===== src/ahbBusPkg.sv =====
////////////////////////////////////////////////////////////////////////////
// Shared types for the AHB-Lite bus interface unit
// Single transfers only, no bursts, locking, protection or HRESP handling
// HADDR is fixed at 32 bits whatever the data width
////////////////////////////////////////////////////////////////////////////

package ahbBusPkg;

  // Bus FSM states
  typedef enum logic [2:0] {
    idle,
    memRead,
    memWrite,
    instrRead,
    atomicRead,
    atomicWrite
  } busStateT;

  // Atomic memory operations
  typedef enum logic [3:0] {
    amoSwap,
    amoAdd,
    amoXor,
    amoAnd,
    amoOr,
    amoMin,
    amoMax,
    amoMinu,
    amoMaxu
  } amoOpT;

  // HTRANS encodings in use
  localparam logic [1:0] htransIdle   = 2'b00;
  localparam logic [1:0] htransNonSeq = 2'b10;

  // Fetch request, held until instrStall is low at a clock edge
  typedef struct packed {
    logic        read;
    logic [31:0] adr;
  } instrReqT;

  // Data request, held until dataStall is low at a clock edge
  typedef struct packed {
    logic        read;
    logic        write;
    logic        atomic;
    amoOpT       amoOp;
    // log2 of the byte count
    logic [1:0]  size;
    logic        unsignedLoad;
    logic [31:0] adr;
  } dataReqT;

  // Address-phase outputs
  typedef struct packed {
    logic [31:0] haddr;
    logic [2:0]  hsize;
    logic        hwrite;
    logic [1:0]  htrans;
  } ahbAddrT;

  // Attributes of the transfer now in its data phase
  typedef struct packed {
    logic [2:0] lowAdr;
    logic [1:0] size;
    logic       unsignedLoad;
  } dataPhaseT;

endpackage


===== src/subwordRead.sv =====
////////////////////////////////////////////////////////////////////////////
// Load extraction by size and low address bits
// Assumes naturally aligned accesses, Xlen of 32 or 64
////////////////////////////////////////////////////////////////////////////

module subwordRead #(
  parameter int Xlen = 64
) (
  input  logic [Xlen-1:0]      hrdata,
  input  ahbBusPkg::dataPhaseT dataPhase,
  output logic [Xlen-1:0]      readValue
);

  import ahbBusPkg::*;

  // Address bits that pick a byte lane
  localparam int ByteBits = $clog2(Xlen / 8);

  logic [Xlen-1:0] laneShift;
  logic            signBit;
  logic [63:0]     extended;
  dataPhaseT       phase;

  assign phase = dataPhase;

  // Move the addressed lane group down to bit 0
  assign laneShift = hrdata >> (8 * phase.lowAdr[ByteBits-1:0]);

  always_comb begin
    signBit  = 1'b0;
    extended = 64'(laneShift);
    case (phase.size)
      2'd0: begin
        signBit  = laneShift[7] & ~phase.unsignedLoad;
        extended = {{56{signBit}}, laneShift[7:0]};
      end
      2'd1: begin
        signBit  = laneShift[15] & ~phase.unsignedLoad;
        extended = {{48{signBit}}, laneShift[15:0]};
      end
      2'd2: begin
        signBit  = laneShift[31] & ~phase.unsignedLoad;
        extended = {{32{signBit}}, laneShift[31:0]};
      end
      // double is already full width
      default: extended = 64'(laneShift);
    endcase
  end

  assign readValue = extended[Xlen-1:0];

endmodule


===== src/amoAlu.sv =====
////////////////////////////////////////////////////////////////////////////
// Atomic ALU at word or double width
// Word results are copied into every word lane of the bus
////////////////////////////////////////////////////////////////////////////

module amoAlu #(
  parameter int Xlen = 64
) (
  input  logic [Xlen-1:0]  srcOld,
  input  logic [Xlen-1:0]  srcNew,
  input  ahbBusPkg::amoOpT amoOp,
  input  logic [1:0]       size,
  output logic [Xlen-1:0]  result
);

  import ahbBusPkg::*;

  logic            isWord;
  logic            unsignedOp;
  logic [Xlen-1:0] opA;
  logic [Xlen-1:0] opB;
  logic            lessSigned;
  logic            lessUnsigned;
  logic [Xlen-1:0] full;

  // A 32-bit bus only has word atomics
  assign isWord     = (Xlen == 32) || (size == 2'd2);
  assign unsignedOp = amoOp inside {amoMinu, amoMaxu};

  // Word operands are widened so one compare serves both widths
  always_comb begin
    if (isWord && unsignedOp) begin
      opA = srcOld[31:0];
      opB = srcNew[31:0];
    end else if (isWord) begin
      opA = $signed(srcOld[31:0]);
      opB = $signed(srcNew[31:0]);
    end else begin
      opA = srcOld;
      opB = srcNew;
    end
  end

  assign lessSigned   = $signed(opA) < $signed(opB);
  assign lessUnsigned = opA < opB;

  always_comb begin
    case (amoOp)
      amoSwap: full = opB;
      amoAdd:  full = opA + opB;
      amoXor:  full = opA ^ opB;
      amoAnd:  full = opA & opB;
      amoOr:   full = opA | opB;
      amoMin:  full = lessSigned ? opA : opB;
      amoMax:  full = lessSigned ? opB : opA;
      amoMinu: full = lessUnsigned ? opA : opB;
      amoMaxu: full = lessUnsigned ? opB : opA;
      default: full = opB;
    endcase
  end

  // Slave keeps whichever lane its address selects
  assign result = isWord ? {(Xlen / 32){full[31:0]}} : full;

endmodule


===== src/ahbBusCtrl.sv =====
////////////////////////////////////////////////////////////////////////////
// Bus FSM choosing between the data and fetch requesters
// Data wins from idle, a pending fetch follows any data transfer
// A request still held after completing counts as a new transfer
////////////////////////////////////////////////////////////////////////////

module ahbBusCtrl (
  input  logic                clk,
  input  logic                reset,
  input  ahbBusPkg::instrReqT instrReq,
  input  ahbBusPkg::dataReqT  dataReq,
  input  logic                hready,
  output ahbBusPkg::busStateT busState,
  output ahbBusPkg::busStateT nextState,
  output logic                captureOld,
  output logic                instrStall,
  output logic                dataStall
);

  import ahbBusPkg::*;

  logic dataBusy;
  logic dataDone;
  logic instrDone;

  ////////////////////////////////////////////////////////////////////////////
  // State register and next-state logic
  ////////////////////////////////////////////////////////////////////////////

  always_ff @(posedge clk) begin
    if (reset) begin
      busState <= idle;
    end else begin
      busState <= nextState;
    end
  end

  always_comb begin
    case (busState)
      idle: begin
        // Atomic first, then loads, stores and finally fetches
        if (dataReq.atomic)     nextState = atomicRead;
        else if (dataReq.read)  nextState = memRead;
        else if (dataReq.write) nextState = memWrite;
        else if (instrReq.read) nextState = instrRead;
        else                    nextState = idle;
      end
      atomicRead: begin
        // Write-back address phase overlaps the read data phase
        nextState = hready ? atomicWrite : atomicRead;
      end
      memRead, memWrite, atomicWrite: begin
        if (!hready)            nextState = busState;
        else if (instrReq.read) nextState = instrRead;
        else                    nextState = idle;
      end
      instrRead: begin
        nextState = hready ? idle : instrRead;
      end
      default: nextState = idle;
    endcase
  end

  ////////////////////////////////////////////////////////////////////////////
  // Stalls and capture strobe
  ////////////////////////////////////////////////////////////////////////////

  assign dataBusy = dataReq.read | dataReq.write | dataReq.atomic;

  // A transfer completes when its final state is left
  assign dataDone  = (busState inside {memRead, memWrite, atomicWrite}) &&
                     (nextState != busState);
  assign instrDone = (busState == instrRead) && (nextState != instrRead);

  assign dataStall  = dataBusy && !dataDone;
  // Also covers the cycles a fetch waits behind data
  assign instrStall = instrReq.read && !instrDone;

  // Old value of an atomic sits on hrdata here
  assign captureOld = (busState == atomicRead) && (nextState == atomicWrite);

  // Write states only follow idle or another data state
  assert property (@(posedge clk) disable iff (reset)
    (busState == instrRead) |=> !(busState inside {memWrite, atomicWrite}))
    else $error("write state entered directly from instrRead");

  // Atomic read completion always starts the write-back
  assert property (@(posedge clk) disable iff (reset)
    (busState == atomicRead && hready) |=> (busState == atomicWrite))
    else $error("atomicRead completed without atomicWrite");

endmodule


===== src/ahbAddrPhase.sv =====
////////////////////////////////////////////////////////////////////////////
// AHB address phase, driven combinationally from the next bus state
// Fetches always use the full bus width as hsize
////////////////////////////////////////////////////////////////////////////

module ahbAddrPhase #(
  parameter int Xlen = 64
) (
  input  logic                 clk,
  input  logic                 reset,
  input  ahbBusPkg::busStateT  nextState,
  input  logic                 hready,
  input  ahbBusPkg::instrReqT  instrReq,
  input  ahbBusPkg::dataReqT   dataReq,
  output ahbBusPkg::ahbAddrT   ahbAddr,
  output ahbBusPkg::dataPhaseT dataPhase
);

  import ahbBusPkg::*;

  // log2 of the bus width in bytes
  localparam logic [2:0] FetchSize = 3'($clog2(Xlen / 8));

  logic grantData;

  // Data owns the bus in every data state
  assign grantData = nextState inside {memRead, memWrite, atomicRead, atomicWrite};

  assign ahbAddr.haddr  = grantData ? dataReq.adr : instrReq.adr;
  assign ahbAddr.hsize  = grantData ? {1'b0, dataReq.size} : FetchSize;
  assign ahbAddr.hwrite = nextState inside {memWrite, atomicWrite};
  assign ahbAddr.htrans = (nextState != idle) ? htransNonSeq : htransIdle;

  // Keep what load extraction needs once the address phase is taken
  always_ff @(posedge clk) begin
    if (reset) begin
      dataPhase <= '0;
    end else if (hready && nextState != idle) begin
      dataPhase.lowAdr       <= ahbAddr.haddr[2:0];
      dataPhase.size         <= ahbAddr.hsize[1:0];
      // fetches are never extended
      dataPhase.unsignedLoad <= grantData ? dataReq.unsignedLoad : 1'b1;
    end
  end

  assert property (@(posedge clk) disable iff (reset)
    (ahbAddr.htrans == htransIdle) == (nextState == idle))
    else $error("htrans does not track an idle next state");

endmodule


===== src/ahbDataPath.sv =====
////////////////////////////////////////////////////////////////////////////
// Write data, atomic write-back and read return
// Word atomics take their operand from the lane picked by adr[2]
////////////////////////////////////////////////////////////////////////////

module ahbDataPath #(
  parameter int Xlen = 64
) (
  input  logic                 clk,
  input  logic                 reset,
  input  ahbBusPkg::busStateT  busState,
  input  ahbBusPkg::busStateT  nextState,
  input  logic                 captureOld,
  input  ahbBusPkg::dataReqT   dataReq,
  input  ahbBusPkg::dataPhaseT dataPhase,
  input  logic [Xlen-1:0]      writeData,
  input  logic [Xlen-1:0]      hrdata,
  output logic [Xlen-1:0]      hwdata,
  output logic [Xlen-1:0]      dataRdata,
  output logic [Xlen-1:0]      instrRdata
);

  import ahbBusPkg::*;

  logic [Xlen-1:0] readValue;
  logic [Xlen-1:0] amoSrcNew;
  logic [Xlen-1:0] amoResult;
  logic [Xlen-1:0] wdataNext;
  logic [Xlen-1:0] oldValue;

  // Extracted load value, also the old value of an atomic
  subwordRead #(.Xlen(Xlen)) u_subwordRead (
    .hrdata    (hrdata),
    .dataPhase (dataPhase),
    .readValue (readValue)
  );

  // Bring an upper-lane word operand down to bit 0
  assign amoSrcNew = (dataReq.size == 2'd2 && dataReq.adr[2]) ?
                     Xlen'(writeData[Xlen-1 -: 32]) : writeData;

  amoAlu #(.Xlen(Xlen)) u_amoAlu (
    .srcOld (readValue),
    .srcNew (amoSrcNew),
    .amoOp  (dataReq.amoOp),
    .size   (dataReq.size),
    .result (amoResult)
  );

  assign wdataNext = (nextState == atomicWrite) ? amoResult : writeData;

  // Registered at the address-phase edge, held through wait states
  always_ff @(posedge clk) begin
    if (reset) begin
      hwdata <= '0;
    end else if (busState == idle || nextState != busState || captureOld) begin
      hwdata <= wdataNext;
    end
  end

  always_ff @(posedge clk) begin
    if (captureOld) begin
      oldValue <= readValue;
    end
  end

  // Atomics return the value read before the write-back
  assign dataRdata  = (busState == atomicWrite) ? oldValue : readValue;
  assign instrRdata = hrdata;

endmodule


===== src/ahbBusUnit.sv =====
////////////////////////////////////////////////////////////////////////////
// AHB-Lite bus interface unit for a fetch port and a data port
// Requests are level held and answered by the stall outputs
// Xlen is 32 or 64, HADDR is always 32 bits
////////////////////////////////////////////////////////////////////////////

module ahbBusUnit #(
  parameter int Xlen = 64
) (
  input  logic                clk,
  input  logic                reset,
  input  ahbBusPkg::instrReqT instrReq,
  input  ahbBusPkg::dataReqT  dataReq,
  input  logic [Xlen-1:0]     writeData,
  input  logic [Xlen-1:0]     hrdata,
  input  logic                hready,
  output ahbBusPkg::ahbAddrT  ahbAddr,
  output logic [Xlen-1:0]     hwdata,
  output logic [Xlen-1:0]     instrRdata,
  output logic [Xlen-1:0]     dataRdata,
  output logic                instrStall,
  output logic                dataStall
);

  import ahbBusPkg::*;

  busStateT  busState;
  busStateT  nextState;
  logic      captureOld;
  dataPhaseT dataPhase;

  ////////////////////////////////////////////////////////////////////////////
  // Control
  ////////////////////////////////////////////////////////////////////////////

  ahbBusCtrl u_ctrl (
    .clk        (clk),
    .reset      (reset),
    .instrReq   (instrReq),
    .dataReq    (dataReq),
    .hready     (hready),
    .busState   (busState),
    .nextState  (nextState),
    .captureOld (captureOld),
    .instrStall (instrStall),
    .dataStall  (dataStall)
  );

  ////////////////////////////////////////////////////////////////////////////
  // Address and data phases
  ////////////////////////////////////////////////////////////////////////////

  ahbAddrPhase #(.Xlen(Xlen)) u_addrPhase (
    .clk       (clk),
    .reset     (reset),
    .nextState (nextState),
    .hready    (hready),
    .instrReq  (instrReq),
    .dataReq   (dataReq),
    .ahbAddr   (ahbAddr),
    .dataPhase (dataPhase)
  );

  ahbDataPath #(.Xlen(Xlen)) u_dataPath (
    .clk        (clk),
    .reset      (reset),
    .busState   (busState),
    .nextState  (nextState),
    .captureOld (captureOld),
    .dataReq    (dataReq),
    .dataPhase  (dataPhase),
    .writeData  (writeData),
    .hrdata     (hrdata),
    .hwdata     (hwdata),
    .dataRdata  (dataRdata),
    .instrRdata (instrRdata)
  );

endmodule


===== config.mk =====
export PLATFORM = sky130hd
export DESIGN_NAME = ahbBusUnit
export DESIGN_NICKNAME = d
export VERILOG_FILES = /design/src/ahbBusPkg.sv /design/src/subwordRead.sv /design/src/amoAlu.sv /design/src/ahbBusCtrl.sv /design/src/ahbAddrPhase.sv /design/src/ahbDataPath.sv /design/src/ahbBusUnit.sv
export SDC_FILE = /design/constraint.sdc
export NUM_CORES = 1
export LEC_CHECK = 0
export ABC_AREA = 1
export BUFFER_PORTS_ARGS = -buffer_cell sky130_fd_sc_hd__buf_2
export CAP_MARGIN = 20
export CELL_PAD_IN_SITES_DETAIL_PLACEMENT = 1
export CELL_PAD_IN_SITES_GLOBAL_PLACEMENT = 2
export CORE_ASPECT_RATIO = 0.5
export CORE_UTILIZATION = 29
export DETAILED_ROUTE_END_ITERATION = 10
export PLACE_DENSITY_LB_ADDON = 0.1
export SYNTH_ARGS = -nofsm -noshare
export SYNTH_HDL_FRONTEND = slang
export SYNTH_SLANG_ARGS = --single-unit

===== constraint.sdc =====
create_clock -name clk -period 10.28 [get_ports clk]
set_input_delay 1.542 -clock clk [delete_from_list [all_inputs] [get_ports clk]]
set_output_delay 1.542 -clock clk [all_outputs]
set_load 0.01 [all_outputs]

### Yosys cells after proc, flatten, opt, wreduce, memory -nomap -nowiden

Cells that the tools add are included.

| operators by class | value |
|---|---|
| $add $sub $neg | 1 |
| order comparisons | 2 |
| eq/ne operators | 22 |
| shifts and indexed selects | 1 |
| mux-type cells | 26 |
| bitwise operators | 9 |
| reductions and logical operators | 20 |

Operators with widths:

| kind | number |
|---|---|
| $mux 64 | 12 |
| $pmux 64 s8 | 1 |
| $pmux 64 s3 | 1 |
| $lt 64x64->1 | 2 |
| $add 64x64->64 | 1 |
| $and 64x64->64 | 1 |
| $or 64x64->64 | 1 |
| $shr 64x6->64 | 1 |
| $xor 64x64->64 | 1 |
| $mux 32 | 1 |
| $eq 4x3->1 const B | 4 |
| $eq 3x3->1 const B | 4 |
| $mux 3 | 4 |
| $pmux 3 s4 | 1 |
| $eq 3x2->1 const B | 3 |
| $eq 4x2->1 const B | 2 |
| $logic_and 1x1->1 | 8 |
| $mux 2 | 4 |
| $eq 3x1->1 const B | 2 |
| $reduce_bool 3->1 | 2 |
| $eq 2x2->1 const B | 2 |
| $eq 4x1->1 const B | 1 |
| $eq 4x4->1 const B | 1 |
| $reduce_bool 2->1 | 2 |
| other kinds (13) | 19 |

| storage, ports and cells | value |
|---|---|
| register bits after elaboration | 137 |
| input port bits | 206 |
| logic and storage cells | 87 |

### Depth between registers and ports, before layout

| depth | value |
|---|---|
| depth after elaboration | 10 |
| depth in mapped cells | 38 |
| depth with buffers taken out | 34 |

### Cells and area by module

A second synthesis with hierarchy kept.

| unflattened totals | value |
|---|---|
| cell total of the unflattened synthesis | 4591 |
| area, all modules | 25234.2 sq um |

Modules (own cells, without submodules):

| module | times used | cells each | area an instance (sq um) | seq. area each (sq um) |
|---|---|---|---|---|
| amoAlu | 1 | 2898 | 14292.5 | 0.0 |
| ahbDataPath | 1 | 995 | 7392.1 | 3203.1 |
| subwordRead | 1 | 475 | 2378.5 | 0.0 |
| ahbAddrPhase | 1 | 155 | 802.0 | 120.1 |
| ahbBusCtrl | 1 | 68 | 369.1 | 60.1 |

### Worst setup path before layout

Ideal clock, no wire load.

| path | value |
|---|---|
| kind | input port to output port |
| from | input hready |
| to | output ahbAddr[32] in the netlist's numbering |
| arrival time | 7.386 ns |
| data required time | 8.738 ns |
| slack | 1.352 ns |
| cell stages on the path | 7 |
| path buffers | 1 |
| cell sequence | inv_1 nor3_1 a211o_1 nor3_1 o21ai_2 buf_2 mux2_2 |

RTL lines:

| what | RTL line | text |
|---|---|---|
| from (decl) | ahbBusUnit.sv:16 | `input logic hready,` |
| to (decl) | ahbBusUnit.sv:17 | `output ahbBusPkg::ahbAddrT ahbAddr,` |

### Final worst setup path

| path | value |
|---|---|
| from | input hrdata[63] |
| to | register u_dataPath.hwdata[51] |

| on the way | value |
|---|---|
| elaborated cells on any way between the ends | 20 |
| those cells by class | add/sub: 1; order compare: 2; shift: 1; mux: 10; bitwise: 6 |

RTL lines:

| what | RTL line | text |
|---|---|---|
| from (decl) | ahbBusUnit.sv:15 | `input logic [Xlen-1:0] hrdata,` |
| $shr 64x6->64 (*) | subwordRead.sv:27 | `assign laneShift = hrdata >> (8 * phase.lowAdr[ByteBits-1:0]);` |
| $pmux 64 s3 (*) | subwordRead.sv:32 | `case (phase.size)` |
| via u_dataPath.readValue[7] | ahbDataPath.sv:25 | `logic [Xlen-1:0] readValue;` |
| $mux 64 | amoAlu.sv:35 | `end else if (isWord) begin` |
| $mux 64 (*) | amoAlu.sv:32 | `if (isWord && unsignedOp) begin` |
| $lt 64x64->1, on equally long branches | amoAlu.sv:45, amoAlu.sv:44 |  |
| $mux 64, on equally long branches | n/a |  |
| $pmux 64 s8 (*) | amoAlu.sv:48 | `case (amoOp)` |
| $mux 64 (*) | amoAlu.sv:63 | `assign result = isWord ? {(Xlen / 32){full[31:0]}} : full;` |
| $mux 64 (*) | ahbDataPath.sv:50 | `assign wdataNext = (nextState == atomicWrite) ? amoResult : writeData;` |
| to (signal assigned) | ahbDataPath.sv:57 | `hwdata <= wdataNext;` |
| to (decl) | ahbDataPath.sv:18 | `output logic [Xlen-1:0] hwdata,` |

Mark *: on every way through the listed nets, which the timed path passes. The rest lies on a longest branch.
A chain may end at the register's enable or synchronous reset.

==> results.rst <==
.. list-table::
   :header-rows: 1

   * - Metric
     - Value
   * - Outcome
     - completed
   * - Worst hold slack
     - between 0.4 and 0.5 ns
   * - DR pass1 iterations
     - 5
   * - Static leakage power
     - 13.7 nW
   * - Post-CTS Hold Buffers
     - 0
   * - Max-slew headroom
     - a little over a quarter
   * - Combined global-route utilization of all metal layers
     - 35.3%
   * - Initial antenna violation count
     - 4
   * - Period Utilization, post-route
     - 82.7%
   * - Post-route minimum period
     - between 8 and 9 ns
   * - Class of the tightest hold or removal check
     - flip-flop to flip-flop
   * - Routed wl met2
     - 64,300 um
   * - Floorplan row count
     - 73
   * - Kind of start point of the critical path
     - input port
   * - Peak VDD IR
     - 0.153 mV
   * - ANT nets after route
     - 0
   * - Layout area overhead
     - 13.3%
   * - Area of the mapped netlist
     - roughly 24,000 um^2
   * - Die H
     - between 200 and 250 um
   * - Power per Cell Area
     - 227 nW/um^2
   * - First-iteration detailed-routing DRC count
     - about 3,200
   * - Count of flip-flops with a built-in enable after synthesis
     - 64
   * - Number of primary I/O pins
     - 438
   * - Remaining global-route overflow
     - 0
   * - Kind of capture point of the worst setup path
     - flip-flop
   * - Highest metal layer with signal wires
     - met5
   * - Number of filler cells placed in the layout
     - 11,000
   * - Setup violations, final
     - 0
   * - Most used cell, CP
     - sky130_fd_sc_hd__nand2_4
   * - Latest clock arrival within the worst-skew pair
     - approximately 0.5 ns
   * - Gate count after technology mapping
     - 4,209
   * - DRC violation count after routing
     - 0
   * - Pin slew with the least headroom to its limit
     - 1.10 ns
   * - Initial standard-cell utilization of the core
     - 29.6%
   * - Number of buffers created by CTS
     - 17
   * - Average size of a mapped cell
     - between 5 and 6 um^2
   * - Gp weighted congestion
     - 0.972
   * - Class of the most critical setup path
     - input port to flip-flop
   * - Post-DR vias/cell
     - about 5.5
   * - Unrepaired setup endpoints after global routing
     - no
   * - Post-synth ARST share
     - 0%
   * - Final hold violations
     - 0
   * - Overall die width
     - 407 um
   * - Maximum number of pins on one net before global-route repair
     - 103
   * - Most common cell after layout, fill and taps aside
     - sky130_fd_sc_hd__nand2_1
   * - Post-detailed-route wirelength per cell
     - 27.2 um
   * - Maximum root-to-sink buffer count
     - 2
   * - Final TNS setup
     - 0 ns
   * - Clock transition at the registers of the reported paths
     - approximately 0.070 ns
   * - Util after Layout
     - roughly a third
   * - Worst endpoint required time
     - between 10 and 15 ns
   * - Clock skew after layout
     - 0.0102 ns
   * - Commonest non-fill, non-tap cells in the layout
     - sky130_fd_sc_hd__nand2_1 (1,192), sky130_fd_sc_hd__inv_1 (527), sky130_fd_sc_hd__buf_2 (436), sky130_fd_sc_hd__nand3_1 (419), sky130_fd_sc_hd__o21ai_0 (380)
   * - Slowest CP cell
     - sky130_fd_sc_hd__nand2_8
   * - Number of register bits inferred by synthesis
     - 137
   * - CTS tree
     - yes
   * - PostCTS Resize Cnt
     - 0
   * - Estimated wirelength of the detail-placed design
     - 121,000 um
   * - Number of global-route vias before repair
     - about 29,000
   * - Core outline area
     - around 80,000 um^2
   * - Highest fanout seen on the critical path
     - 85
   * - Number of buffer cells added on primary ports
     - about 440
   * - Detailed Route WL
     - 151,000 um
   * - Most used flip-flop cell after synthesis
     - sky130_fd_sc_hd__dfxtp_1
   * - Worst Path Arrival
     - 8.93 ns
   * - Max-Cap Viols
     - 0
   * - Highest cell delay on the worst timing path
     - 0.68 ns
   * - Layout cells sized above 1
     - 15.2%
   * - Clk root buf
     - sky130_fd_sc_hd__clkbuf_16
   * - Post-placement cell area
     - 26,300 um^2
   * - Count of pins over their slew limit
     - 0
   * - Highest attainable clock frequency
     - 0.118 GHz
   * - Global-route wire length before repair
     - about 210,000 um
   * - Area enclosed by the die boundary
     - between 80,000 and 90,000 um^2
   * - Final net count
     - 4,844
   * - Number of warnings issued by yosys
     - 0
   * - Buffer count from post-CTS setup fixing
     - 0
   * - Unique cell type count in the Yosys netlist
     - 65
   * - Total via count in the routed design
     - 30,600
   * - Part of the Yosys area used for sequential elements
     - 14.3%
   * - Number of clock sinks
     - 137
   * - Total length of routed met3 wires
     - 11,600 um
   * - Power after layout
     - approximately 6.1 mW
   * - Level count of the clock H-tree
     - 4
   * - Met1 Routed Length
     - slightly above 70,000 um
   * - Final design area excluding fillers
     - 26,900 um^2
==> critical path, delay by kind of cell <==
| family | cells | cell delay, ns |
|---|---|---|
| AOI/OAI and AO/OA | 1 | 0.15 |
| adders and majority gates | 1 | 0.59 |
| buffers and inverters | 3 | 0.39 |
| and+or+nand+nor | 26 | 6.13 |
==> cell usage after synthesis, drive strengths merged, types with 5 or more instances <==
library cell	count	area, um^2
o21bai	15	113
a21o	6	45.0
ha	192	2400
clkbuf	119	448
a21boi	5	37.5
o21ai	419	2110
a31oi	8	50.1
mux2	32	360
buf	172	1140
dfxtp	73	1460
or2	9	56.3
nor2	359	1370
nand3	423	2150
nand4	33	206
o311ai	7	61.3
o22ai	57	357
xor2	8	70.1
edfxtp	64	1920
nand2	1229	4830
o21a	13	97.6
a21oi	300	1550
o211ai	15	113
inv	550	2070
a211oi	28	210
o31ai	8	60.1
nor3	31	165
==> per-layer routing <==
layer  up-vias  GRT usage [%]
li1      14100              -
met4         4           9.29
met3       150           5.23
met2      1279           53.3
met1     15100           51.6
met5         -              0
==> registers in the layout, summed over array words and instances (netlist names) <==
register,cells
u_dataPath.oldValue,64
u_addrPhase.dataPhase,6
u_dataPath.hwdata,64
u_ctrl.busState,3
==> per-stage QoR <==
stage          setup slack, ns  instances
3_3_place_gp              1.53       5510
6_report                  1.78       5549
2_1_floorplan             1.35       4210
5_1_grt                   1.46       5546
4_1_cts                   1.91       5543
3_5_place_dp              1.43       5511
==> final timing paths <==
check | from | cells past startpoint | end | slack, ns
hold / removal | u_dataPath.hwdata[1]$_SDFFE_PP0P_ | 2 | u_dataPath.hwdata[1]$_SDFFE_PP0P_ | 0.47
setup / recovery | hrdata[63] | 31 | u_dataPath.hwdata[51]$_SDFFE_PP0P_ | 1.78
setup reg to reg | u_addrPhase.dataPhase[3]$_SDFFE_PP0P_ | 31 | u_dataPath.hwdata[51]$_SDFFE_PP0P_ | 2.00
hold reg to reg | u_dataPath.hwdata[1]$_SDFFE_PP0P_ | 2 | u_dataPath.hwdata[1]$_SDFFE_PP0P_ | 0.47
==> report_power, final <==
group | switching (mW) | total, mW | internal, mW
clock network | 0.321 | 0.664 | 0.343
logic | 3.51 | 4.69 | 1.18
registers | 0.0645 | 0.745 | 0.681
total | 3.90 | 6.10 | 2.20
==> area by class of cell <==
cell class | instances | area [um^2] | area share [%]
Antenna cell | 4 | 10.0 | 0.0372
Inverter | 553 | 2080 | 7.74
Timing Repair Buffer | 507 | 2730 | 10.1
Tap cell | 1087 | 1360 | 5.06
Sequential cell | 137 | 3390 | 12.6
Clock buffer | 17 | 425 | 1.58
Clock inverter | 15 | 160 | 0.596
Multi-Input combinational cell | 3229 | 16700 | 62.2
==> logic make-up (layout without fill, tap and decap cells) <==
family          Yosys count  count (layout)  synth area share [%]
flops                   137             137                  14.3
compound gates          897             897                  20.8
buf+inv                 844            1092                  15.5
simple gates           2095            2095                  37.3
xor+xnor                  9               9                 0.332
other cells               1               6                0.0158
mux                      33              33                  1.56
fa+ha+maj               193             193                  10.2
Note: power is estimated with default switching activity, not from simulation.
